### src/source/vchess_ctrl_pkg.sv
package vchess_ctrl_pkg;

   // Bus and datapath widths
   localparam int AXI_ADDR_WIDTH = 40;
   localparam int REG_INDEX_WIDTH = 14; // Byte address bits 15:2
   localparam int SIDE_WIDTH = 32;
   localparam int BOARD_SLICES = 8;
   localparam int BOARD_WIDTH = SIDE_WIDTH * BOARD_SLICES;
   localparam int EVAL_WIDTH = 24;
   localparam int MOVE_INDEX_WIDTH = 7;
   localparam int HALF_MOVE_WIDTH = 7;
   localparam int UCI_WIDTH = 16;

   // Register map, word indices
   localparam logic [REG_INDEX_WIDTH-1:0] REG_CONTROL = 14'd0;
   localparam logic [REG_INDEX_WIDTH-1:0] REG_MOVE_INDEX = 14'd1;
   localparam logic [REG_INDEX_WIDTH-1:0] REG_GAME_STATE = 14'd2;
   localparam logic [REG_INDEX_WIDTH-1:0] REG_HALF_MOVE = 14'd3;
   localparam logic [REG_INDEX_WIDTH-1:0] REG_QUIESCENCE = 14'd4;
   localparam logic [REG_INDEX_WIDTH-1:0] REG_BOARD_BASE = 14'd8; // Eight slices follow
   localparam logic [REG_INDEX_WIDTH-1:0] REG_MOVE_EVAL = 14'd134;
   localparam logic [REG_INDEX_WIDTH-1:0] REG_MOVE_COUNT = 14'd135;
   localparam logic [REG_INDEX_WIDTH-1:0] REG_INITIAL_EVAL = 14'd136;
   localparam logic [REG_INDEX_WIDTH-1:0] REG_UCI = 14'd139;

   typedef struct packed
   {
      logic white_to_move;
      logic [3:0] castle_mask;
      logic [3:0] en_passant_col; // Column of the pawn that may be taken en passant
   } game_state_fields_t;

   // Same 9 bits, raw for the bus and decoded for the generator
   typedef union packed
   {
      logic [8:0] raw;
      game_state_fields_t fields;
   } game_state_u;

endpackage

### src/source/ctrl_regs_if.sv
`timescale 1ns/10ps

interface ctrl_regs_if;

   logic [vchess_ctrl_pkg::BOARD_WIDTH-1:0] board;
   vchess_ctrl_pkg::game_state_u game_state;
   logic [vchess_ctrl_pkg::HALF_MOVE_WIDTH-1:0] half_move;
   logic [vchess_ctrl_pkg::MOVE_INDEX_WIDTH-1:0] move_index;
   logic new_board_valid;
   logic clear_moves;
   logic quiescence_moves;
   logic soft_reset;

   modport source
   (
      output board, game_state, half_move, move_index,
      output new_board_valid, clear_moves, quiescence_moves, soft_reset
   );

   modport sink
   (
      input board, game_state, half_move, move_index,
      input new_board_valid, clear_moves, quiescence_moves, soft_reset
   );

endinterface

### src/source/axi_lite_write.sv
`timescale 1ns/10ps

module axi_lite_write
(
   input logic clk,
   input logic reset,
   input logic [vchess_ctrl_pkg::AXI_ADDR_WIDTH-1:0] awaddr,
   input logic awvalid,
   output logic awready,
   input logic [31:0] wdata,
   input logic wvalid,
   output logic wready,
   output logic bvalid,
   output logic [1:0] bresp,
   input logic bready,
   output logic wr_valid,
   output logic [vchess_ctrl_pkg::REG_INDEX_WIDTH-1:0] wr_index,
   output logic [31:0] wr_data
);

   logic aw_held;
   logic w_held;
   logic [vchess_ctrl_pkg::REG_INDEX_WIDTH-1:0] index_q;
   logic [31:0] data_q;

   // Both channels closed while a beat is held or a response waits
   assign awready = !aw_held && !bvalid;
   assign wready = !w_held && !bvalid;
   assign bresp = 2'b00; // Always OKAY

   assign wr_index = index_q;
   assign wr_data = data_q;

   always_ff @(posedge clk)
   begin
      if (reset)
      begin
         aw_held <= 1'b0;
         w_held <= 1'b0;
         wr_valid <= 1'b0;
         bvalid <= 1'b0;
      end
      else
      begin
         wr_valid <= aw_held && w_held && !wr_valid; // Single pulse per write
         if (wr_valid)
         begin
            aw_held <= 1'b0;
            w_held <= 1'b0;
            bvalid <= 1'b1; // Register updates on this same edge
         end
         else
         begin
            if (awvalid && awready)
               aw_held <= 1'b1;
            if (wvalid && wready)
               w_held <= 1'b1;
         end
         if (bvalid && bready)
            bvalid <= 1'b0;
      end
   end

   always_ff @(posedge clk)
   begin
      if (awvalid && awready)
         index_q <= awaddr[vchess_ctrl_pkg::REG_INDEX_WIDTH+1:2]; // Word index
      if (wvalid && wready)
         data_q <= wdata;
   end

endmodule

### src/source/control_regs.sv
`timescale 1ns/10ps

module control_regs
(
   input logic clk,
   input logic reset,
   input logic wr_valid,
   input logic [vchess_ctrl_pkg::REG_INDEX_WIDTH-1:0] wr_index,
   input logic [31:0] wr_data,
   ctrl_regs_if.source regs,
   output logic new_board_valid,
   output logic clear_moves,
   output logic soft_reset,
   output logic quiescence_moves,
   output logic [vchess_ctrl_pkg::MOVE_INDEX_WIDTH-1:0] move_index,
   output logic white_to_move,
   output logic [3:0] castle_mask,
   output logic [3:0] en_passant_col,
   output logic [vchess_ctrl_pkg::HALF_MOVE_WIDTH-1:0] half_move,
   output logic [vchess_ctrl_pkg::BOARD_WIDTH-1:0] new_board
);

   logic new_board_valid_q;
   logic clear_moves_q;
   logic soft_reset_q;
   logic quiescence_q;
   logic [vchess_ctrl_pkg::MOVE_INDEX_WIDTH-1:0] move_index_q;
   logic [vchess_ctrl_pkg::HALF_MOVE_WIDTH-1:0] half_move_q;
   logic [vchess_ctrl_pkg::BOARD_WIDTH-1:0] board_q;
   vchess_ctrl_pkg::game_state_u game_state_q;

   always_ff @(posedge clk)
   begin
      if (reset)
      begin
         new_board_valid_q <= 1'b0;
         clear_moves_q <= 1'b0;
         soft_reset_q <= 1'b0;
         quiescence_q <= 1'b0;
         move_index_q <= '0;
         half_move_q <= '0;
         board_q <= '0;
         game_state_q <= '0;
      end
      else if (wr_valid)
      begin
         case (wr_index)
            vchess_ctrl_pkg::REG_CONTROL:
            begin
               new_board_valid_q <= wr_data[0];
               clear_moves_q <= wr_data[1];
               soft_reset_q <= wr_data[31];
            end
            vchess_ctrl_pkg::REG_MOVE_INDEX:
               move_index_q <= wr_data[vchess_ctrl_pkg::MOVE_INDEX_WIDTH-1:0];
            vchess_ctrl_pkg::REG_GAME_STATE:
               game_state_q.raw <= wr_data[8:0];
            vchess_ctrl_pkg::REG_HALF_MOVE:
               half_move_q <= wr_data[vchess_ctrl_pkg::HALF_MOVE_WIDTH-1:0];
            vchess_ctrl_pkg::REG_QUIESCENCE:
               quiescence_q <= wr_data[0];
            default:
            begin
               // Board slices, anything else is dropped
               for (int k = 0; k < vchess_ctrl_pkg::BOARD_SLICES; k++)
                  if (wr_index == vchess_ctrl_pkg::REG_BOARD_BASE + k)
                     board_q[k*vchess_ctrl_pkg::SIDE_WIDTH +: vchess_ctrl_pkg::SIDE_WIDTH]
                        <= wr_data;
            end
         endcase
      end
   end

   assign regs.board = board_q;
   assign regs.game_state = game_state_q;
   assign regs.half_move = half_move_q;
   assign regs.move_index = move_index_q;
   assign regs.new_board_valid = new_board_valid_q;
   assign regs.clear_moves = clear_moves_q;
   assign regs.quiescence_moves = quiescence_q;
   assign regs.soft_reset = soft_reset_q;

   assign new_board_valid = new_board_valid_q;
   assign clear_moves = clear_moves_q;
   assign soft_reset = soft_reset_q;
   assign quiescence_moves = quiescence_q;
   assign move_index = move_index_q;
   assign half_move = half_move_q;
   assign new_board = board_q;
   assign white_to_move = game_state_q.fields.white_to_move; // Decoded view
   assign castle_mask = game_state_q.fields.castle_mask;
   assign en_passant_col = game_state_q.fields.en_passant_col;

endmodule

### src/source/status_read.sv
`timescale 1ns/10ps

module status_read
(
   input logic clk,
   input logic reset,
   input logic [vchess_ctrl_pkg::AXI_ADDR_WIDTH-1:0] araddr,
   input logic arvalid,
   output logic arready,
   output logic [31:0] rdata,
   output logic rvalid,
   output logic [1:0] rresp,
   input logic rready,
   ctrl_regs_if.sink regs,
   input logic am_idle,
   input logic am_moves_ready, // All moves generated
   input logic am_move_ready, // Move at move_index valid
   input logic initial_mate,
   input logic initial_stalemate,
   input logic initial_thrice_rep,
   input logic initial_fifty_move,
   input logic initial_insufficient_material,
   input logic initial_board_check,
   input logic [vchess_ctrl_pkg::MOVE_INDEX_WIDTH-1:0] am_move_count,
   input logic signed [vchess_ctrl_pkg::EVAL_WIDTH-1:0] initial_eval, // Root eval
   input logic signed [vchess_ctrl_pkg::EVAL_WIDTH-1:0] am_eval,
   input logic [vchess_ctrl_pkg::UCI_WIDTH-1:0] am_uci
);

   logic [vchess_ctrl_pkg::REG_INDEX_WIDTH-1:0] rd_index;
   logic [31:0] status_word;
   logic [31:0] read_word;

   function automatic logic [31:0] sign_extend
   (
      input logic [vchess_ctrl_pkg::EVAL_WIDTH-1:0] eval
   );
      sign_extend = {{(32 - vchess_ctrl_pkg::EVAL_WIDTH){eval[vchess_ctrl_pkg::EVAL_WIDTH-1]}},
                     eval};
   endfunction

   assign rd_index = araddr[vchess_ctrl_pkg::REG_INDEX_WIDTH+1:2];
   assign arready = !rvalid || rready; // Free slot or slot emptying now
   assign rresp = 2'b00;

   assign status_word = {regs.soft_reset, 20'b0,
                         initial_board_check, initial_insufficient_material,
                         initial_fifty_move, am_idle, initial_thrice_rep,
                         initial_mate, initial_stalemate,
                         am_move_ready, am_moves_ready,
                         regs.clear_moves, regs.new_board_valid};

   always_comb
   begin
      read_word = '0;
      case (rd_index)
         vchess_ctrl_pkg::REG_CONTROL: read_word = status_word;
         vchess_ctrl_pkg::REG_MOVE_INDEX: read_word = 32'(regs.move_index);
         vchess_ctrl_pkg::REG_GAME_STATE: read_word = 32'(regs.game_state.raw);
         vchess_ctrl_pkg::REG_HALF_MOVE: read_word = 32'(regs.half_move);
         vchess_ctrl_pkg::REG_QUIESCENCE: read_word = 32'(regs.quiescence_moves);
         vchess_ctrl_pkg::REG_MOVE_EVAL: read_word = sign_extend(am_eval);
         vchess_ctrl_pkg::REG_MOVE_COUNT: read_word = 32'(am_move_count);
         vchess_ctrl_pkg::REG_INITIAL_EVAL: read_word = sign_extend(initial_eval);
         vchess_ctrl_pkg::REG_UCI:
            // Promotion nibble, then each square coordinate behind a zero bit
            read_word = 32'({am_uci[15:12], 1'b0, am_uci[11:9], 1'b0, am_uci[8:6],
                             1'b0, am_uci[5:3], 1'b0, am_uci[2:0]});
         default:
         begin
            for (int k = 0; k < vchess_ctrl_pkg::BOARD_SLICES; k++)
               if (rd_index == vchess_ctrl_pkg::REG_BOARD_BASE + k)
                  read_word = regs.board[k*vchess_ctrl_pkg::SIDE_WIDTH +:
                                         vchess_ctrl_pkg::SIDE_WIDTH];
         end
      endcase
   end

   always_ff @(posedge clk)
   begin
      if (reset)
         rvalid <= 1'b0;
      else if (arvalid && arready)
         rvalid <= 1'b1;
      else if (rready)
         rvalid <= 1'b0;
   end

   // Held until the master takes it
   always_ff @(posedge clk)
   begin
      if (arvalid && arready)
         rdata <= read_word;
   end

endmodule

### src/source/vchess_ctrl.sv
`timescale 1ns/10ps

module vchess_ctrl
(
   input logic clk,
   input logic reset,

   input logic [vchess_ctrl_pkg::AXI_ADDR_WIDTH-1:0] awaddr,
   input logic [2:0] awprot, // Accepted and ignored
   input logic awvalid,
   output logic awready,
   input logic [31:0] wdata,
   input logic [3:0] wstrb, // Full word always written
   input logic wvalid,
   output logic wready,
   output logic [1:0] bresp,
   output logic bvalid,
   input logic bready,
   input logic [vchess_ctrl_pkg::AXI_ADDR_WIDTH-1:0] araddr,
   input logic [2:0] arprot,
   input logic arvalid,
   output logic arready,
   output logic [31:0] rdata,
   output logic [1:0] rresp,
   output logic rvalid,
   input logic rready,

   output logic soft_reset,
   output logic new_board_valid,
   output logic clear_moves,
   output logic quiescence_moves,
   output logic [vchess_ctrl_pkg::MOVE_INDEX_WIDTH-1:0] move_index,
   output logic white_to_move,
   output logic [3:0] castle_mask,
   output logic [3:0] en_passant_col,
   output logic [vchess_ctrl_pkg::HALF_MOVE_WIDTH-1:0] half_move,
   output logic [vchess_ctrl_pkg::BOARD_WIDTH-1:0] new_board,

   input logic am_idle,
   input logic am_moves_ready,
   input logic am_move_ready,
   input logic initial_mate,
   input logic initial_stalemate,
   input logic initial_thrice_rep,
   input logic initial_fifty_move,
   input logic initial_insufficient_material,
   input logic initial_board_check,
   input logic [vchess_ctrl_pkg::MOVE_INDEX_WIDTH-1:0] am_move_count,
   input logic signed [vchess_ctrl_pkg::EVAL_WIDTH-1:0] initial_eval,
   input logic signed [vchess_ctrl_pkg::EVAL_WIDTH-1:0] am_eval,
   input logic [vchess_ctrl_pkg::UCI_WIDTH-1:0] am_uci
);

   logic wr_valid;
   logic [vchess_ctrl_pkg::REG_INDEX_WIDTH-1:0] wr_index;
   logic [31:0] wr_data;

   ctrl_regs_if regs_bus ();

   axi_lite_write write_ch0
   (
      .clk (clk),
      .reset (reset),
      .awaddr (awaddr),
      .awvalid (awvalid),
      .awready (awready),
      .wdata (wdata),
      .wvalid (wvalid),
      .wready (wready),
      .bvalid (bvalid),
      .bresp (bresp),
      .bready (bready),
      .wr_valid (wr_valid),
      .wr_index (wr_index),
      .wr_data (wr_data)
   );

   control_regs regs0
   (
      .clk (clk),
      .reset (reset),
      .wr_valid (wr_valid),
      .wr_index (wr_index),
      .wr_data (wr_data),
      .regs (regs_bus.source),
      .new_board_valid (new_board_valid),
      .clear_moves (clear_moves),
      .soft_reset (soft_reset),
      .quiescence_moves (quiescence_moves),
      .move_index (move_index),
      .white_to_move (white_to_move),
      .castle_mask (castle_mask),
      .en_passant_col (en_passant_col),
      .half_move (half_move),
      .new_board (new_board)
   );

   status_read read_ch0
   (
      .clk (clk),
      .reset (reset),
      .araddr (araddr),
      .arvalid (arvalid),
      .arready (arready),
      .rdata (rdata),
      .rvalid (rvalid),
      .rresp (rresp),
      .rready (rready),
      .regs (regs_bus.sink),
      .am_idle (am_idle),
      .am_moves_ready (am_moves_ready),
      .am_move_ready (am_move_ready),
      .initial_mate (initial_mate),
      .initial_stalemate (initial_stalemate),
      .initial_thrice_rep (initial_thrice_rep),
      .initial_fifty_move (initial_fifty_move),
      .initial_insufficient_material (initial_insufficient_material),
      .initial_board_check (initial_board_check),
      .am_move_count (am_move_count),
      .initial_eval (initial_eval),
      .am_eval (am_eval),
      .am_uci (am_uci)
   );

endmodule

### config.mk
export PLATFORM = sky130hd
export DESIGN_NAME = vchess_ctrl
export DESIGN_NICKNAME = d
export VERILOG_FILES = /design/src/source/vchess_ctrl_pkg.sv /design/src/source/ctrl_regs_if.sv /design/src/source/axi_lite_write.sv /design/src/source/control_regs.sv /design/src/source/status_read.sv /design/src/source/vchess_ctrl.sv
export SDC_FILE = /design/constraint.sdc
export NUM_CORES = 1
export LEC_CHECK = 0
export BUFFER_PORTS_ARGS = -buffer_cell sky130_fd_sc_hd__buf_2
export CAP_MARGIN = 40
export CORE_AREA = 5 5 203 205
export DETAILED_ROUTE_END_ITERATION = 16
export DIE_AREA = 0 0 208 210
export GPL_TIMING_DRIVEN = 0
export MAX_ROUTING_LAYER = met4
export PLACE_DENSITY = 0.76
export SLEW_MARGIN = 20
export SYNTH_ARGS = -nofsm -noshare
export SYNTH_HDL_FRONTEND = slang
export SYNTH_HIERARCHICAL = 1
export SYNTH_SLANG_ARGS = --single-unit
### constraint.sdc
create_clock -name clk -period 2.9 [get_ports clk]
set_input_delay 0.87 -clock clk [delete_from_list [all_inputs] [get_ports clk]]
set_output_delay 0.87 -clock clk [all_outputs]
set_load 0.01 [all_outputs]
Word level (Yosys, flattened, before mapping). Cells that the tools add are included.

Output and inout bits: 324. Flip-flop bits (word level): 366. Logic and storage cells: 96. Input bits: 209.

Bitwise gates (word level): 1. Mux-type cells: 11. Reduce and logical (&&, ||, !) cells: 33. Eq/ne operators: 28.

Operator list (count): 32-bit case mux with 9 select lines (1); 32-bit 2-to-1 mux (8); 14-bit by 4-bit equality test with 1-bit output (second input constant) (16); 14-bit by 2-bit equality test with 1-bit output (second input constant) (4); 14-bit by 8-bit equality test with 1-bit output (second input constant) (4); 14-bit by 1-bit equality test with 1-bit output (second input constant) (2); 14-bit by 3-bit equality test with 1-bit output (second input constant) (2); 14-bit zero test (2); 3-bit AND reduction (8); 2-bit AND reduction (5); 1-bit logical AND (8); 1-bit zero test (5); 5-bit OR reduction (1); 2-bit OR reduction (2); 1-bit 2-to-1 mux (2); 2-bit nonzero test (1); 1-bit logical OR (1); 1-bit inverter (1).

Logic depth before layout (Yosys ltp). Gate-level depths: netlist of run 1.

Word-level depth: 10. Depth in mapped cells: 9. Depth with buffers taken out: 5.

Modules after synthesis. Netlist of run 1, hierarchy kept.

Modules (own cells, without submodules): control_regs (instances 1, cells an instance 1283, area an instance 13327.8 µm², seq. area each 5665.4 µm²); status_read (instances 1, cells an instance 495, area an instance 4309.1 µm², seq. area each 980.9 µm²); axi_lite_write (instances 1, cells an instance 67, area an instance 1567.8 µm², seq. area each 1461.4 µm²).

Worst setup path before layout of run 1. Ideal clock, no wire load.

Kind: input -> register. From: input port araddr[2] (netlist name). To: register read_ch0.rdata[12], data pin. Setup time: 0.269 ns. Stages on the path: 6. Setup slack: 0.218 ns. Buffers on the path: 3. Data arrival time: 2.413 ns. Data required time: 2.631 ns. Cells stage by stage: buf_2 buf_2 buf_4 mux4_2 a222oi_1 nand3_1.

Cells in the longest elaborated chain, start to end: 10. Elaborated cells on any way between the ends: 26. Classes of those cells: eq/ne (16); mux (9); reduce/logical (1).

Ends and longest elaborated chain: from (decl) (line vchess_ctrl.sv:19) `input logic [vchess_ctrl_pkg::AXI_ADDR_WIDTH-1:0] araddr,`; 14-bit by 4-bit equality test with 1-bit output (line status_read.sv:72) `if (rd_index == vchess_ctrl_pkg::REG_BOARD_BASE + k)`; 32-bit 2-to-1 mux (8 in a row) (line status_read.sv:72); 32-bit case mux with 9 select lines * (line status_read.sv:56) `case (rd_index)`; via read_ch0.read_word[12] (line status_read.sv:32) `logic [31:0] read_word;`; to (signal assigned) (line status_read.sv:93) `rdata <= read_word;`; to (decl) (line status_read.sv:10) `output logic [31:0] rdata,`.

Mark *: on every way through the listed nets, which the timed path passes. The rest lies on a longest branch. A chain may end at the register's enable or synchronous reset.

Final worst setup path of run 1.
From: input port araddr[7] (netlist name). To: register read_ch0.rdata[0], data pin.

The elaborated chain is that of the path after synthesis.

==> impl.org, run 1 <==
** STA
- Finish-stage setup viols :: 2
- Worst-case hold slack :: 0.470 ns
- For the final database, setup skew stands at 0.0151 ns.
- Based on the critical path, the design can be clocked at up to 338 MHz.
- Counting I/O delays and the setup requirement, the final critical path takes 2.96 ns.
- Number of endpoints with negative hold slack in the final report :: 0
- The final-report max-slew violation count is 0.
- Slew of the pin with the lowest slew margin :: 0.929 ns
- In the final timing run, aggregate negative setup slack is -0.104 ns.
- In the post-route analysis, the smallest setup slack over all paths is -0.0562 ns.
- Portion of the clock cycle consumed by the worst path in the final layout :: 1.02
- RSZ-0062 raised after global routing :: false
- Measured against its own limit, the worst slew margin works out to 0.380.

** Synthesis
- Of all flip-flops after synthesis, the portion carrying an async set or reset was 0.
- Number of distinct library cell variants in the gate-level netlist after synthesis :: 68
- Largest cells by area after synthesis :: sky130_fd_sc_hd__dfxtp_1 (30%), sky130_fd_sc_hd__mux2i_1 (15%), sky130_fd_sc_hd__edfxtp_1 (12%)
- The most common cell in the synthesized netlist is sky130_fd_sc_hd__nand2b_1.
- Sequential element share of the synthesized area :: 0.422
- Synthesis handed over a netlist of 1845 instances.
- Dominant cell type by area after synthesis :: sky130_fd_sc_hd__dfxtp_1
- Netlist Area Pre-Place :: 0.0192 mm^2
- Number of warnings issued by yosys :: 6
- Of the post-synthesis cell area, the dominant cell type holds 0.300.
- Count of state elements after synthesis :: 366
- In this run, synthesis inferred 78 flip-flops with an integrated enable.
- Post-Syn Area per Cell :: 10.4 um^2
- After synthesis, the most frequently instantiated cells are sky130_fd_sc_hd__nand2b_1 (321), sky130_fd_sc_hd__buf_4 (292), sky130_fd_sc_hd__dfxtp_1 (288).
- The most used flip-flop cell after synthesis is sky130_fd_sc_hd__dfxtp_1.

** Global route
- The first global-routing pass estimated 114000 um of wire.
- The number of global-route vias before repair came to 16800.
- Total overflow reported by the global router :: 0
- Entering global routing, the biggest net connects 33 pins.
- Overall track demand over capacity in global routing :: 0.361
- Number of antenna violations at the first check in global routing :: 10

** Layout
- The area growth from synthesis to layout is 24.1%.
- In the final design database the tool counted 2578 nets.
- The finished cells cover 0.0238 mm^2.
- Proportion of layout cells with a drive suffix above 1 :: 0.409

** Clocking
- At the later pin of the worst-skew pair, clock insertion delay measures 0.57 ns.
- The H-tree was split into 2 levels.
- Total number of clock tree sinks :: 366
- TritonCTS built the clock tree.
- The tree is rooted in a sky130_fd_sc_hd__clkbuf_16.
- Buffer depth of the longest clock path :: 3
- Number of buffers created by CTS :: 42
- After clock tree synthesis, the clock-pin slew on the worst setup and hold paths is 0.06 ns.

** Hold path
- Hold crit path type :: input port to register

** Routing
- After detailed routing, the number of remaining DRC violations is 0.
- The detail route stage leaves a number of antenna-violating nets equal to 0.
- Number of design-rule violations left by the first detailed-router iteration :: 1703
- The pre-antenna-repair detailed-routing pass consisted of 5 iterations.
- The routed layout has 16600 vias.
- Wire length after detailed routing :: 80500 um
- Per-cell via count in the routed design :: 5.65
- Post-detailed-route wirelength per cell :: 27.4 um

** Critical path
- The worst setup path is launched from an input port.
- Library cell contributing the largest single delay on the critical path :: sky130_fd_sc_hd__nor2_2
- Grouping stages by cell kind, the critical path spends the most delay in simple AND/OR/NAND/NOR gates.
- The critical path contains buffers and inverters numbering 2 combined.
- Endpoint of the worst-slack reg-to-reg timing path :: regs0/new_board[252]$_SDFFE_PP0P_
- Largest driver fanout on the critical path :: 10
- Measured in cells, the most critical reg-to-reg path has a length of 4.
- Crit-path most repeated cell :: sky130_fd_sc_hd__buf_2
- For this run, the slowest stage of the critical path takes 0.71 ns.
- Walking the worst path, the cells encountered are buf_2, or4b_1, buf_2, nor2_2, a32o_1, a311oi_1, a22oi_1.
- Worst path depth :: 7
- Endpoint of the most critical setup path :: read_ch0/rdata[0]$_DFFE_PP_
- Tracing the worst setup path back leads to its startpoint at araddr[7].
- The setup path with the least slack is of type input port to register.
- STA puts the critical path data arrival time at 3.29 ns.
- The startpoint identified for the worst register-to-register timing path is write_ch0/wr_index[12]$_DFFE_PP_.
- Required @ worst endpoint :: 3.23 ns
- Internal reg-to-reg setup slack :: 0.61 ns
- The worst setup path is captured at a register.

** Pwr
- The worst-case IR drop observed on VDD is 0.000466 V.
- Pwr Density :: 482 mW/mm^2
- Tot Pwr :: 11500 uW
- The analysis attributes to cell leakage a power of 0.0124 uW.

** Floorplanning
- The die covers 0.0437 mm^2.
- Area inside the core boundary :: 0.0393 mm^2
- For this configuration, the core starts out at a cell density of 0.489.
- Die X :: 208 um
- The die is 210 um tall.
- Row generation in the floorplan step produced 73 rows.
- During I/O placement, the number of pins put on the boundary was 533.

** Status
- Failing checks :: negative setup slack
- Result of the run :: finished with violations

** Job
- Max-cap violations in this run came to 0.

** Placement
- Input/output buffers :: 465
- The congestion estimate from routability-driven global placement came to 0.956.
- Summing all placed instances gives a cell area of 0.0223 mm^2.
- At the placement stage, the worst setup path has a slack of -1.29 ns.
- Total half-perimeter wirelength after legalization and detailed placement :: 59200 um
## how the worst min path moves through the flow
stage / depth (start not counted) / endpoint / slack (ns) / start
after floorplan: 2 / regs0/regs.soft_reset$_SDFFE_PP0P_ / 0.46 / regs0/regs.soft_reset$_SDFFE_PP0P_
after global placement: 2 / write_ch0/wr_valid$_SDFF_PP0_ / 0.47 / write_ch0/aw_held$_SDFFE_PP0P_
after detailed placement: 2 / regs0/new_board[249]$_SDFFE_PP0P_ / 0.48 / regs0/new_board[249]$_SDFFE_PP0P_
after CTS: 1 / write_ch0/wr_index[9]$_DFFE_PP_ / 0.45 / awaddr[11]
after global routing: 1 / write_ch0/wr_index[11]$_DFFE_PP_ / 0.46 / awaddr[13]
final: 1 / write_ch0/wr_data[3]$_DFFE_PP_ / 0.47 / wdata[3]
## final cells by class
type	instances	area, um^2
timing repair buffer	479	2480
tap	525	657
multi-input combinational	1041	8340
antenna	8	20.0
inverter	8	30.0
sequential	366	8110
clock inverter	20	158
buffer	431	2810
fill	3421	15400
clock buffer	58	1230
## flip-flops by register name, indices dropped and copies added, names as in the netlist
| name | cells |
|---|---|
| write_ch0/wr_index | 14 |
| regs0/half_move | 7 |
| regs0/move_index | 7 |
| regs0/quiescence_moves | 1 |
| read_ch0/rdata | 32 |
| regs0/regs.game_state | 9 |
| write_ch0/wr_valid | 1 |
| write_ch0/w_held | 1 |
| regs0/new_board | 256 |
| write_ch0/aw_held | 1 |
| regs0/new_board_valid | 1 |
| write_ch0/wr_data | 32 |
| regs0/clear_moves | 1 |
| read_ch0/rvalid | 1 |
| regs0/regs.soft_reset | 1 |
| write_ch0/bvalid | 1 |
## logic make-up after synthesis
group,after synthesis,synth area share
buf+inv,440,0.146
flops,366,0.422
compound gates,201,0.0749
other cells,2,0.000391
simple gates,495,0.162
mux,341,0.194
## layer usage
| layer | track usage | up-vias | wire length [um] | share of wire |
|---|---|---|---|---|
| met2 | 0.573 | 1010 | 37100 | 0.46 |
| met1 | 0.439 | 8133 | 31600 | 0.39 |
| li1 | - | 7221 | - | - |
| met4 | 0.177 | 0 | 4430 | 0.055 |
| met3 | 0.0799 | 238 | 7390 | 0.092 |
| met5 | - | - | 0 | 0 |
## cell usage in the layout (no fill, tap or decap), types with 7 or more instances in the layout
| cell | netlist | layout |
|---|---|---|
| sky130_fd_sc_hd__a211o_1 | 13 | 13 |
| sky130_fd_sc_hd__a211oi_1 | 11 | 11 |
| sky130_fd_sc_hd__a21oi_1 | 20 | 20 |
| sky130_fd_sc_hd__a222oi_1 | 7 | 7 |
| sky130_fd_sc_hd__a22oi_1 | 27 | 27 |
| sky130_fd_sc_hd__buf_1 | 27 | 25 |
| sky130_fd_sc_hd__buf_2 | 47 | 509 |
| sky130_fd_sc_hd__buf_4 | 292 | 298 |
| sky130_fd_sc_hd__buf_6 | 0 | 10 |
| sky130_fd_sc_hd__clkbuf_1 | 66 | 63 |
| sky130_fd_sc_hd__clkbuf_16 | 0 | 45 |
| sky130_fd_sc_hd__clkbuf_2 | 0 | 9 |
| sky130_fd_sc_hd__clkinv_2 | 0 | 9 |
| sky130_fd_sc_hd__dfxtp_1 | 288 | 288 |
| sky130_fd_sc_hd__diode_2 | 0 | 8 |
| sky130_fd_sc_hd__edfxtp_1 | 78 | 78 |
| sky130_fd_sc_hd__inv_1 | 8 | 8 |
| sky130_fd_sc_hd__mux2_2 | 32 | 32 |
| sky130_fd_sc_hd__mux2i_1 | 287 | 287 |
| sky130_fd_sc_hd__mux4_2 | 22 | 22 |
| sky130_fd_sc_hd__nand2_1 | 32 | 32 |
| sky130_fd_sc_hd__nand2b_1 | 321 | 321 |
| sky130_fd_sc_hd__nand3_1 | 35 | 33 |
| sky130_fd_sc_hd__nand4_1 | 11 | 11 |
| sky130_fd_sc_hd__nor2_1 | 30 | 27 |
| sky130_fd_sc_hd__nor3_1 | 13 | 12 |
| sky130_fd_sc_hd__o21ai_0 | 30 | 30 |
| sky130_fd_sc_hd__o22ai_1 | 36 | 36 |
| sky130_fd_sc_hd__o2bb2ai_1 | 12 | 12 |
## power by group
part	total [uW]	switching (uW)	internal, uW
Combinational	822	538	285
Clock	5350	2190	3160
Sequential	5310	34.1	5280
Total	11500	2760	8720
## metrics by stage
step	cells	util
5_1_grt	2935	0.607
4_1_cts	2924	0.604
6_report	2936	0.607
3_3_place_gp	2837	0.565
2_1_floorplan	1847	-
3_5_place_dp	2846	0.568
## repair_timing
| item | CTS | global route |
|---|---|---|
| resized for setup | 13 | 17 |
| pin swaps | 1 | 0 |
| endpoints found under the setup margin | 248 | 19 |
| buffers inserted | 1 | 0 |
| hold buffers | 0 | 0 |
Note: power is estimated with default switching activity, not from simulation.
==> run 2: changes to the inputs <==
Settings changed: SKIP_LAST_GASP set to 1.
==> run 2 against run 1 <==
The run still ends with negative setup slack left. Register-to-register slack got worse by 0.02 ns. Via count grew 0.26%. Design area about the same. First-iteration DRC count shrank 8.4%. Sequential cell count is the same. Sequential share of layout area hardly changed. Critical path type unchanged.
==> impl.org, run 2 (synthesized netlist as in run 1, its figures left out) <==
** STA
- The final-report hold violation count is 0 (unchanged).
- Finish-stage setup viols :: 6 (was 2)
- Max-slew headroom :: 0.352 (was 0.380)
- The final-report max-slew violation count was 0 (unchanged).
- Slew of the pin with the lowest slew margin :: 0.972 ns (was 0.929 ns)
- RSZ-0062 raised after global routing: true (was false).
- The time the worst path needs with I/O delays and setup is 3.06 ns (was 2.96 ns).
- The clock skew was 0.0173 ns (was 0.0151 ns).
- The timing-limited maximum frequency is 327 MHz (was 338 MHz).
- Final Worst Setup Slack :: -0.159 ns (was -0.0562 ns)
- Portion of the clock cycle consumed by the worst path in the final layout :: 1.05 (was 1.02)

** Layout
- The fraction of final layout cells with drive strength greater than 1 was 0.409 (about the same).
- The area growth from synthesis to layout is 24.1% (about the same).
- The number of nets in the layout was 2578 (unchanged).
- Number of inserted filler cells in the final layout :: 3420 (was 3421)
- Most frequent standard cell in the layout excluding fill and tap cells :: sky130_fd_sc_hd__buf_2 (unchanged)
- Post-layout utilization of the core :: 0.607 (about the same)
- Top library cells by usage in the layout, fill and taps aside :: sky130_fd_sc_hd__buf_2 (510), sky130_fd_sc_hd__nand2b_1 (321), sky130_fd_sc_hd__buf_4 (297) (was sky130_fd_sc_hd__buf_2 (509), sky130_fd_sc_hd__nand2b_1 (321), sky130_fd_sc_hd__buf_4 (298))
- Finished Layout Cells :: 2938 (was 2936)
- The flip-flop count of the largest register after layout was 256 (unchanged).

** Global route
- Grt peak-use layer :: met2 (unchanged)
- The fraction of met3 tracks used by global routing is 0.0810 (was 0.0799).
- Met2 layer usage reported by global route :: 0.573 (about the same)
- Overall track demand over capacity in global routing :: 0.361 (about the same)
- Met1 usage :: 0.438 (was 0.439)
- The number of antenna violations at the first check in global routing was 10 (unchanged).
- The wire length of the first global-routing pass came to 114000 um (about the same).
- Largest net degree at the start of global routing :: 33 (unchanged)
- Via count of the first global-routing pass :: 16800 (about the same)
- The global route total overflow is 0 (unchanged).

** Floorplanning
- Initial Utilization :: 0.489 (unchanged)
- The core region area was 0.0393 mm^2 (unchanged).
- The count of boundary I/O pins was 533 (unchanged).
- Die X :: 208 um (unchanged)
- Die ar. :: 0.0437 mm^2 (unchanged)
- The number of rows in the core area was 73 (unchanged).
- Die Ht :: 210 um (unchanged)

** Clocking
- Insertion delay of the later-clocked pin in the worst-skew pair :: 0.57 ns (about the same)
- TritonCTS clock tree :: built (unchanged)
- Count of hold-fix buffers inserted at cts :: 0 (unchanged)
- Buffer depth of the longest clock path :: 3 (unchanged)
- The number of levels the H-tree was split into is 2 (unchanged).
- The clock slew seen by the registers of the worst setup and hold paths came to 0.06 ns (about the same).
- The clock tree root driver cell is sky130_fd_sc_hd__clkbuf_16 (unchanged).
- The count of clock tree sinks is 366 (unchanged).
- Number of buffers created by CTS :: 42 (unchanged)

** Critical path
- Library cell contributing the largest single delay on the critical path :: sky130_fd_sc_hd__clkbuf_1 (was sky130_fd_sc_hd__nor2_2)
- The largest driver fanout on the critical path was 10 (unchanged).
- The startpoint of the most critical setup path is araddr[5] (was araddr[7]).
- The path type of the worst setup path is input port to register (unchanged).
- The cell class contributing the biggest share of worst-path delay was buffers and inverters (was simple AND/OR/NAND/NOR gates).
- The kind of start point of the critical path was an input port (unchanged).
- The count of buffer and inverter cells on the critical path came to 4 (was 2).
- Crit-path max cell delay :: 0.48 ns (was 0.71 ns)
- Crit end category :: register (unchanged)
- The required time of the critical path is 3.24 ns (was 3.23 ns).
- Data arrival time of the critical path :: 3.40 ns (was 3.29 ns)
- The beginning of the worst register-to-register path is write_ch0/wr_index[5]$_DFFE_PP_ (was write_ch0/wr_index[12]$_DFFE_PP_).
- Cell Chain, Critical Path: buf_2, clkbuf_1, nand2_1, nor2_1, buf_4, buf_2, a22oi_1, a22oi_1 (was buf_2, or4b_1, buf_2, nor2_2, a32o_1, a311oi_1, a22oi_1).

** Routing
- The final wirelength came to 80500 um (about the same).
- The detailed-route via count came to 16600 (about the same).
- Post-detailed-route count of antenna-violating nets :: 0 (unchanged)
- Post-detailed-route wirelength per cell :: 27.4 um (about the same)
- The DRC marker count from the first detailed-route iteration came to 1560 (was 1703).
- Initial DRT Pass Iterations :: 5 (unchanged)
- The detail-routed via count per cell is 5.67 (was 5.65).
- The DRC violation count after routing was 0 (unchanged).

** Placement
- The global placer's final weighted congestion came to 0.956 (unchanged).
- The worst setup slack after placement was -1.29 ns (unchanged).
- The detailed placement HPWL came to 59200 um (unchanged).
- Input/output buffers :: 465 (unchanged)
- Dpl cells :: 2846 (unchanged)

** Hold path
- Hold crit path type :: input port to register (unchanged)
- Worst Min Path Start :: wdata[5] (was wdata[3])

** Status
- Result of the run: finished with violations (unchanged).
- Failing checks :: negative setup slack (unchanged)

** Pwr
- The design internal power was 8720 uW (about the same).
- Switching part of the total power :: 0.240 (about the same)
- Reported net switching power :: 2760 uW (about the same)
- The sequential share of power was 0.463 (about the same).
- Leakage power of the design :: 0.0124 uW (about the same)
- Comb pwr share :: 0.072 (about the same)
- Clock network fraction of design power :: 0.466 (about the same)
- Tot Pwr :: 11500 uW (about the same)
- The cell area power density is 482 mW/mm^2 (about the same).
- The maximum VDD drop was 0.000466 V (about the same).

** Job
- Max capacitance violation total :: 0 (unchanged)
run 2: cell types whose count changed in the layout (fill, tap and decap cells not counted):
cell and delta:
sky130_fd_sc_hd__buf_4 -1, sky130_fd_sc_hd__nor2_1 +2, sky130_fd_sc_hd__nor2_2 -2, sky130_fd_sc_hd__diode_2 +2, sky130_fd_sc_hd__buf_2 +1
run 2: power by group through the flow:
| stage | Clock, uW | Sequential, uW | Combinational (uW) |
|---|---|---|---|
| floorplan | 0 | 5430 | 367 |
| global placement | 0 | 5420 | 763 |
| detailed placement | 0 | 5420 | 786 |
| CTS | 5420 | 5310 | 794 |
| global route | 5620 | 5310 | 848 |
| finish | 5350 | 5310 | 822 |
run 2: cell type report:
| type | instances | area (um^2) | share of cell area |
|---|---|---|---|
| inverter | 8 | 30.0 | 0.00126 |
| buffer | 431 | 2810 | 0.118 |
| tap | 525 | 657 | 0.0276 |
| multi-input combinational | 1041 | 8330 | 0.350 |
| clock inverter | 20 | 158 | 0.00661 |
| clock buffer | 58 | 1230 | 0.0518 |
| antenna | 10 | 25.0 | 0.00105 |
| sequential | 366 | 8110 | 0.340 |
| timing repair buffer | 479 | 2480 | 0.104 |
run 2: layer usage:
metal  routed length, um  part of all wire  vias to the layer above
li1                    -                 -                     7230
met2               37100              0.46                      997
met4                4350             0.054                        0
met1               31400              0.39                     8177
met5                   0                 0                        -
met3                7660             0.095                      241
run 2: path summary, 6_finish.rpt:
| path | cells after the start | slack (ns) | end |
|---|---|---|---|
| setup reg to reg | 4 | 0.59 | regs0/new_board[241]$_SDFFE_PP0P_ |
| setup / recovery | 8 | -0.16 | read_ch0/rdata[0]$_DFFE_PP_ |
| hold reg to reg | 2 | 0.49 | write_ch0/wr_valid$_SDFF_PP0_ |
| hold / removal | 1 | 0.47 | write_ch0/wr_data[5]$_DFFE_PP_ |
run 2: timing repair:
action	in CTS	in global routing
buffers inserted	1	0
endpoints found under the setup margin	248	19
gates resized for setup	11	16
run 2: per-stage QoR:
step,hold slack (ns),setup TNS [ns],area (um^2)
floorplan,0.462,0,19200
global placement,0.472,-235.88,22200
detailed placement,0.479,-215.13,22300
CTS,0.446,-0.0397,23700
global route,0.462,-0.0897,23800
finish,0.470,-0.239,23800
==> run 3: changes to the inputs <==
Settings changed: ABC_AREA set to 1, CORE_AREA 5 5 203 205 to not set, CORE_MARGIN set to 5, CORE_UTILIZATION set to 55, DIE_AREA 0 0 208 210 to not set, GPL_ROUTABILITY_DRIVEN set to 1, PLACE_DENSITY 0.76 to 0.82.
==> run 3 against run 2 <==
The flow now finishes without violations. Worst hold slack worse by 0.0053 ns. Largest power group unchanged. Synthesized area up 14%. Sequential cell count did not move. Critical path depth up 7. Design area is 11% higher. Die area increased by 0.55%. Highest routed layer unchanged. Clock skew is 0.0021 ns lower. Clock power is 2% higher. Sequential share of layout area decreased by 3.3 points.
==> impl.org, run 3 <==
** Synthesis
- Predominant post-synthesis flop cell :: sky130_fd_sc_hd__dfxtp_1 (unchanged)
- Most frequent cells after synthesis: sky130_fd_sc_hd__nand2_1 (810), sky130_fd_sc_hd__inv_1 (616), sky130_fd_sc_hd__nor2_1 (380) (was sky130_fd_sc_hd__nand2b_1 (321), sky130_fd_sc_hd__buf_4 (292), sky130_fd_sc_hd__dfxtp_1 (288)).
- The number of library cell types mapped by synthesis was 42 (was 68).
- Count of state elements after synthesis :: 366 (unchanged)
- The top cell type by total area after synthesis is sky130_fd_sc_hd__dfxtp_1 (unchanged).
- The portion of the post-synthesis area used by sequential elements is 0.370 (was 0.422).
- Netlist Area Pre-Place :: 0.0219 mm^2 (was 0.0192 mm^2)
- Share of flip-flops with an asynchronous set or reset :: 0 (unchanged)
- The share of the synthesized area in the top cell type is 0.263 (was 0.300).
- Library cell with the highest instance count after synthesis :: sky130_fd_sc_hd__nand2_1 (was sky130_fd_sc_hd__nand2b_1)
- Largest cells by area after synthesis :: sky130_fd_sc_hd__dfxtp_1 (26%), sky130_fd_sc_hd__nand2_1 (14%), sky130_fd_sc_hd__edfxtp_1 (11%) (was sky130_fd_sc_hd__dfxtp_1 (30%), sky130_fd_sc_hd__mux2i_1 (15%), sky130_fd_sc_hd__edfxtp_1 (12%))
- Number of warnings issued by yosys :: 6 (unchanged)
- The average cell area after synthesis is 6.61 um^2 (was 10.4 um^2).
- The number of enable flip-flop cells after synthesis is 78 (unchanged).
- The number of standard cells after synthesis came to 3314 (was 1845).

** Hold path
- Hold Path Stages :: 2 (was 1)
- Hold crit path type :: register to register (was input port to register)
- The end point of the most critical hold path is regs0/move_index[1]$_SDFFE_PP0P_ (was write_ch0/wr_data[5]$_DFFE_PP_).
- Worst Min Path Start :: regs0/move_index[1]$_SDFFE_PP0P_ (was wdata[5])

** Clocking
- Clock root buffer :: sky130_fd_sc_hd__clkbuf_16 (unchanged)
- Count of hold-fix buffers inserted at cts :: 0 (unchanged)
- The count of clock tree sinks came to 366 (unchanged).
- The number of levels the H-tree was split into came to 2 (unchanged).
- Number of buffers created by CTS :: 42 (unchanged)
- The source-to-sink clock delay at the later pin of the worst-skew pair came to 0.57 ns (about the same).
- TritonCTS clock tree :: built (unchanged)
- Buffer depth of the longest clock path :: 3 (unchanged)
- CTS clk-pin slew, worst paths :: 0.06 ns (about the same)

** Critical path
- Beginning of the worst register-to-register path :: write_ch0/wr_index[5]$_DFFE_PP_ (unchanged)
- Crit end category :: register (unchanged)
- The number of cells on the worst reg-to-reg path is 10 (was 4).
- The required time of the critical path came to 3.20 ns (was 3.24 ns).
- Library cell contributing the largest single delay on the critical path :: sky130_fd_sc_hd__nor2_4 (was sky130_fd_sc_hd__clkbuf_1)
- The kind of start point of the critical path is an input port (unchanged).
- The path type of the worst setup path is input port to register (unchanged).
- Cell Chain, Critical Path :: buf_2, inv_2, nor2_4, nand2_1, nor2_4, inv_2, buf_2, nand2_1, nor2_1, a21oi_1, nand4_1, nand2_1, nand2_1, nand2_1, nand2_1 (was buf_2, clkbuf_1, nand2_1, nor2_1, buf_4, buf_2, a22oi_1, a22oi_1)
- Internal reg-to-reg setup slack :: 0.44 ns (was 0.59 ns)
- Crit-path most repeated cell :: sky130_fd_sc_hd__nand2_1
- The count of buffer and inverter cells on the critical path came to 4 (unchanged).
- The cell class contributing the biggest share of worst-path delay is simple AND/OR/NAND/NOR gates (was buffers and inverters).
- Crit-path max cell delay :: 0.28 ns (was 0.48 ns)
- The endpoint of the worst register-to-register path is regs0/new_board[56]$_SDFFE_PP0P_ (was regs0/new_board[241]$_SDFFE_PP0P_).
- Data arrival time of the critical path :: 3.08 ns (was 3.40 ns)
- The largest driver fanout on the critical path came to 10 (unchanged).

** Global route
- Number of antenna violations at the first check in global routing :: 0 (was 10)
- Total overflow reported by the global router :: 0 (unchanged)
- Largest net degree at the start of global routing :: 24 (was 33)
- The number of global-route vias before repair is 20400 (was 16800).
- Overall track demand over capacity in global routing :: 0.367 (was 0.361)
- Global-route wire length before repair :: 121000 um (was 114000 um)

** Layout
- The fill cell instance count of the final layout came to 3621 (was 3420).
- Number of flip-flops in the largest register :: 256 (unchanged)
- The count of inserted antenna diode cells came to 0 (was 10).
- The total area of multi-input combinational cells came to 0.00832 mm^2 (was 0.00833 mm^2).
- The fraction of final layout cells with drive strength greater than 1 is 0.265 (was 0.409).
- Most frequent standard cell in the layout excluding fill and tap cells :: sky130_fd_sc_hd__nand2_1 (was sky130_fd_sc_hd__buf_2)
- Top library cells by usage in the layout, fill and taps aside :: sky130_fd_sc_hd__nand2_1 (810), sky130_fd_sc_hd__inv_1 (616), sky130_fd_sc_hd__buf_2 (555) (was sky130_fd_sc_hd__buf_2 (510), sky130_fd_sc_hd__nand2b_1 (321), sky130_fd_sc_hd__buf_4 (297))
- Area grow syn2layout :: 20.6% (was 24.1%)
- Nets :: 4042 (was 2578)
- Finished Layout Cells :: 4389 (was 2938)
- Flip-flop and latch area :: 0.00811 mm^2 (unchanged)

** Job
- The count of max-cap constraint violations was 0 (unchanged).

** Routing
- The routed wirelength normalized by instance count is 18.7 um (was 27.4 um).
- The detail-routed via count per cell was 5.07 (was 5.67).
- Number of design-rule violations left by the first detailed-router iteration :: 2287 (was 1560)
- DR DRC count :: 0 (unchanged)
- The count of nets left with antenna violations after detail routing was 0 (unchanged).
- The first-pass iteration count of the detailed router was 7 (was 5).
- The detailed-route via count is 22300 (was 16600).
- Wire length after detailed routing :: 82000 um (was 80500 um)

** Placement
- The number of cells after detailed placement came to 4312 (was 2846).
- Input/output buffers :: 466 (was 465)
- The detailed placement HPWL was 64500 um (was 59200 um).
- Gpl congestion :: 1.00 (was 0.956)

** Pwr
- Pwr Density :: 432 mW/mm^2 (was 482 mW/mm^2)
- Worst ir drop on vdd :: 0.000574 V (was 0.000466 V)
- Leakage power of the design :: 0.0139 uW (was 0.0124 uW)

** STA
- The final-report max-slew violation count came to 0 (unchanged).
- Post-layout min period :: 2.78 ns (was 3.06 ns)
- RSZ-0062 raised after global routing :: false (was true)
- Slew of the pin with the lowest slew margin :: 0.867 ns (was 0.972 ns)
- The clock skew was 0.0152 ns (was 0.0173 ns).
- Fmax achieved :: 360 MHz (was 327 MHz)
- Number of endpoints with negative hold slack in the final report :: 0 (unchanged)
- The relative slew slack was 0.417 (was 0.352).
- Finish-stage setup viols :: 0 (was 6)
- TNS Setup :: 0 ns (was -0.239 ns)
- The final critical-path share of the clock period came to 0.959 (was 1.05).
- The final-layout worst hold slack came to 0.464 ns (was 0.470 ns).

** Floorplanning
- Area inside the core boundary :: 0.0395 mm^2 (was 0.0393 mm^2)
- The overall die area is 0.0439 mm^2 (was 0.0437 mm^2).
- Io pins :: 533 (unchanged)
- The initial core utilization is 0.554 (was 0.489).
- Die Ht :: 210 um (about the same)
- Count of standard-cell rows :: 73 (unchanged)
- The overall die width was 210 um (was 208 um).

** Status
- Result of the run: finished clean (was finished with violations).
[run 3: how the worst max path moves through the flow]
stage	startpoint	end	slack, ns	cells after the start
detailed placement	araddr[2]	read_ch0/rdata[28]$_DFFE_PP_	-0.49	15
CTS	araddr[2]	read_ch0/rdata[28]$_DFFE_PP_	0.11	15
finish	araddr[2]	read_ch0/rdata[8]$_DFFE_PP_	0.12	15
floorplan	wvalid	write_ch0/wr_data[0]$_DFFE_PP_	0.32	1
global route	araddr[2]	read_ch0/rdata[3]$_DFFE_PP_	0.06	11
global placement	wvalid	write_ch0/wr_data[26]$_DFFE_PP_	-0.68	2
[run 3: area by class of cell]
type | count | share of cell area
plain buffers | 463 | 0.115
well taps | 525 | 0.0249
flip-flops and latches | 366 | 0.307
repair buffers | 473 | 0.0916
clock inverters | 11 | 0.00507
inverters | 664 | 0.0943
multi-input cells | 1823 | 0.315
clock buffers | 64 | 0.0476
[run 3: layer usage]
metal	wire length, um	track usage	vias up
met4	4370	0.165	0
met3	9600	0.0873	228
met1	30900	0.443	9876
met2	37100	0.584	1192
li1	-	-	11000
met5	0	-	-
[run 3: timing repair]
item / in CTS / in global routing
resized for setup: 0 / 1
buffers inserted: 0 / 0
hold endpoints to repair: 0 / 0
setup endpoints to repair: 0 / 1
[run 3: where the power goes]
group / internal, uW / total [uW] / switching [uW] / leakage, uW
combinational: 200 / 662 / 462 / 0.0101
clock: 3250 / 5440 / 2190 / 0.000684
sequential: 5280 / 5310 / 31.8 / 0.00307
[run 3: cells by family after synthesis]
family,Yosys count,synth area share
buffers and inverters,1127,0.252
DFF,366,0.370
other,2,0.000343
AOI/OAI and AO/OA,188,0.0468
and+or+nand+nor,1631,0.331
[run 3: worst reg2reg max path, stage by stage (launching register included)]
cell and delay [ns]:
sky130_fd_sc_hd__edfxtp_1 0.38, sky130_fd_sc_hd__nor2_1 0.11, sky130_fd_sc_hd__nand2_1 0.15, sky130_fd_sc_hd__nor2_4 0.21, sky130_fd_sc_hd__inv_2 0.08, sky130_fd_sc_hd__nor2_1 0.56, sky130_fd_sc_hd__nand3_1 0.36, sky130_fd_sc_hd__buf_2 0.31
sky130_fd_sc_hd__nand2_1 0.11, sky130_fd_sc_hd__inv_2 0.03, sky130_fd_sc_hd__nor2_1 0.09
[run 3: stage by stage]
stage	setup slack [ns]	power, uW	util	instance area (um^2)
after floorplan	0.323	5730	-	21900
after global placement	-0.679	6030	0.630	24900
after detailed placement	-0.490	6060	0.632	25000
after CTS	0.109	11500	0.668	26400
after global routing	0.0604	11700	0.668	26400
final	0.120	11400	0.668	26400
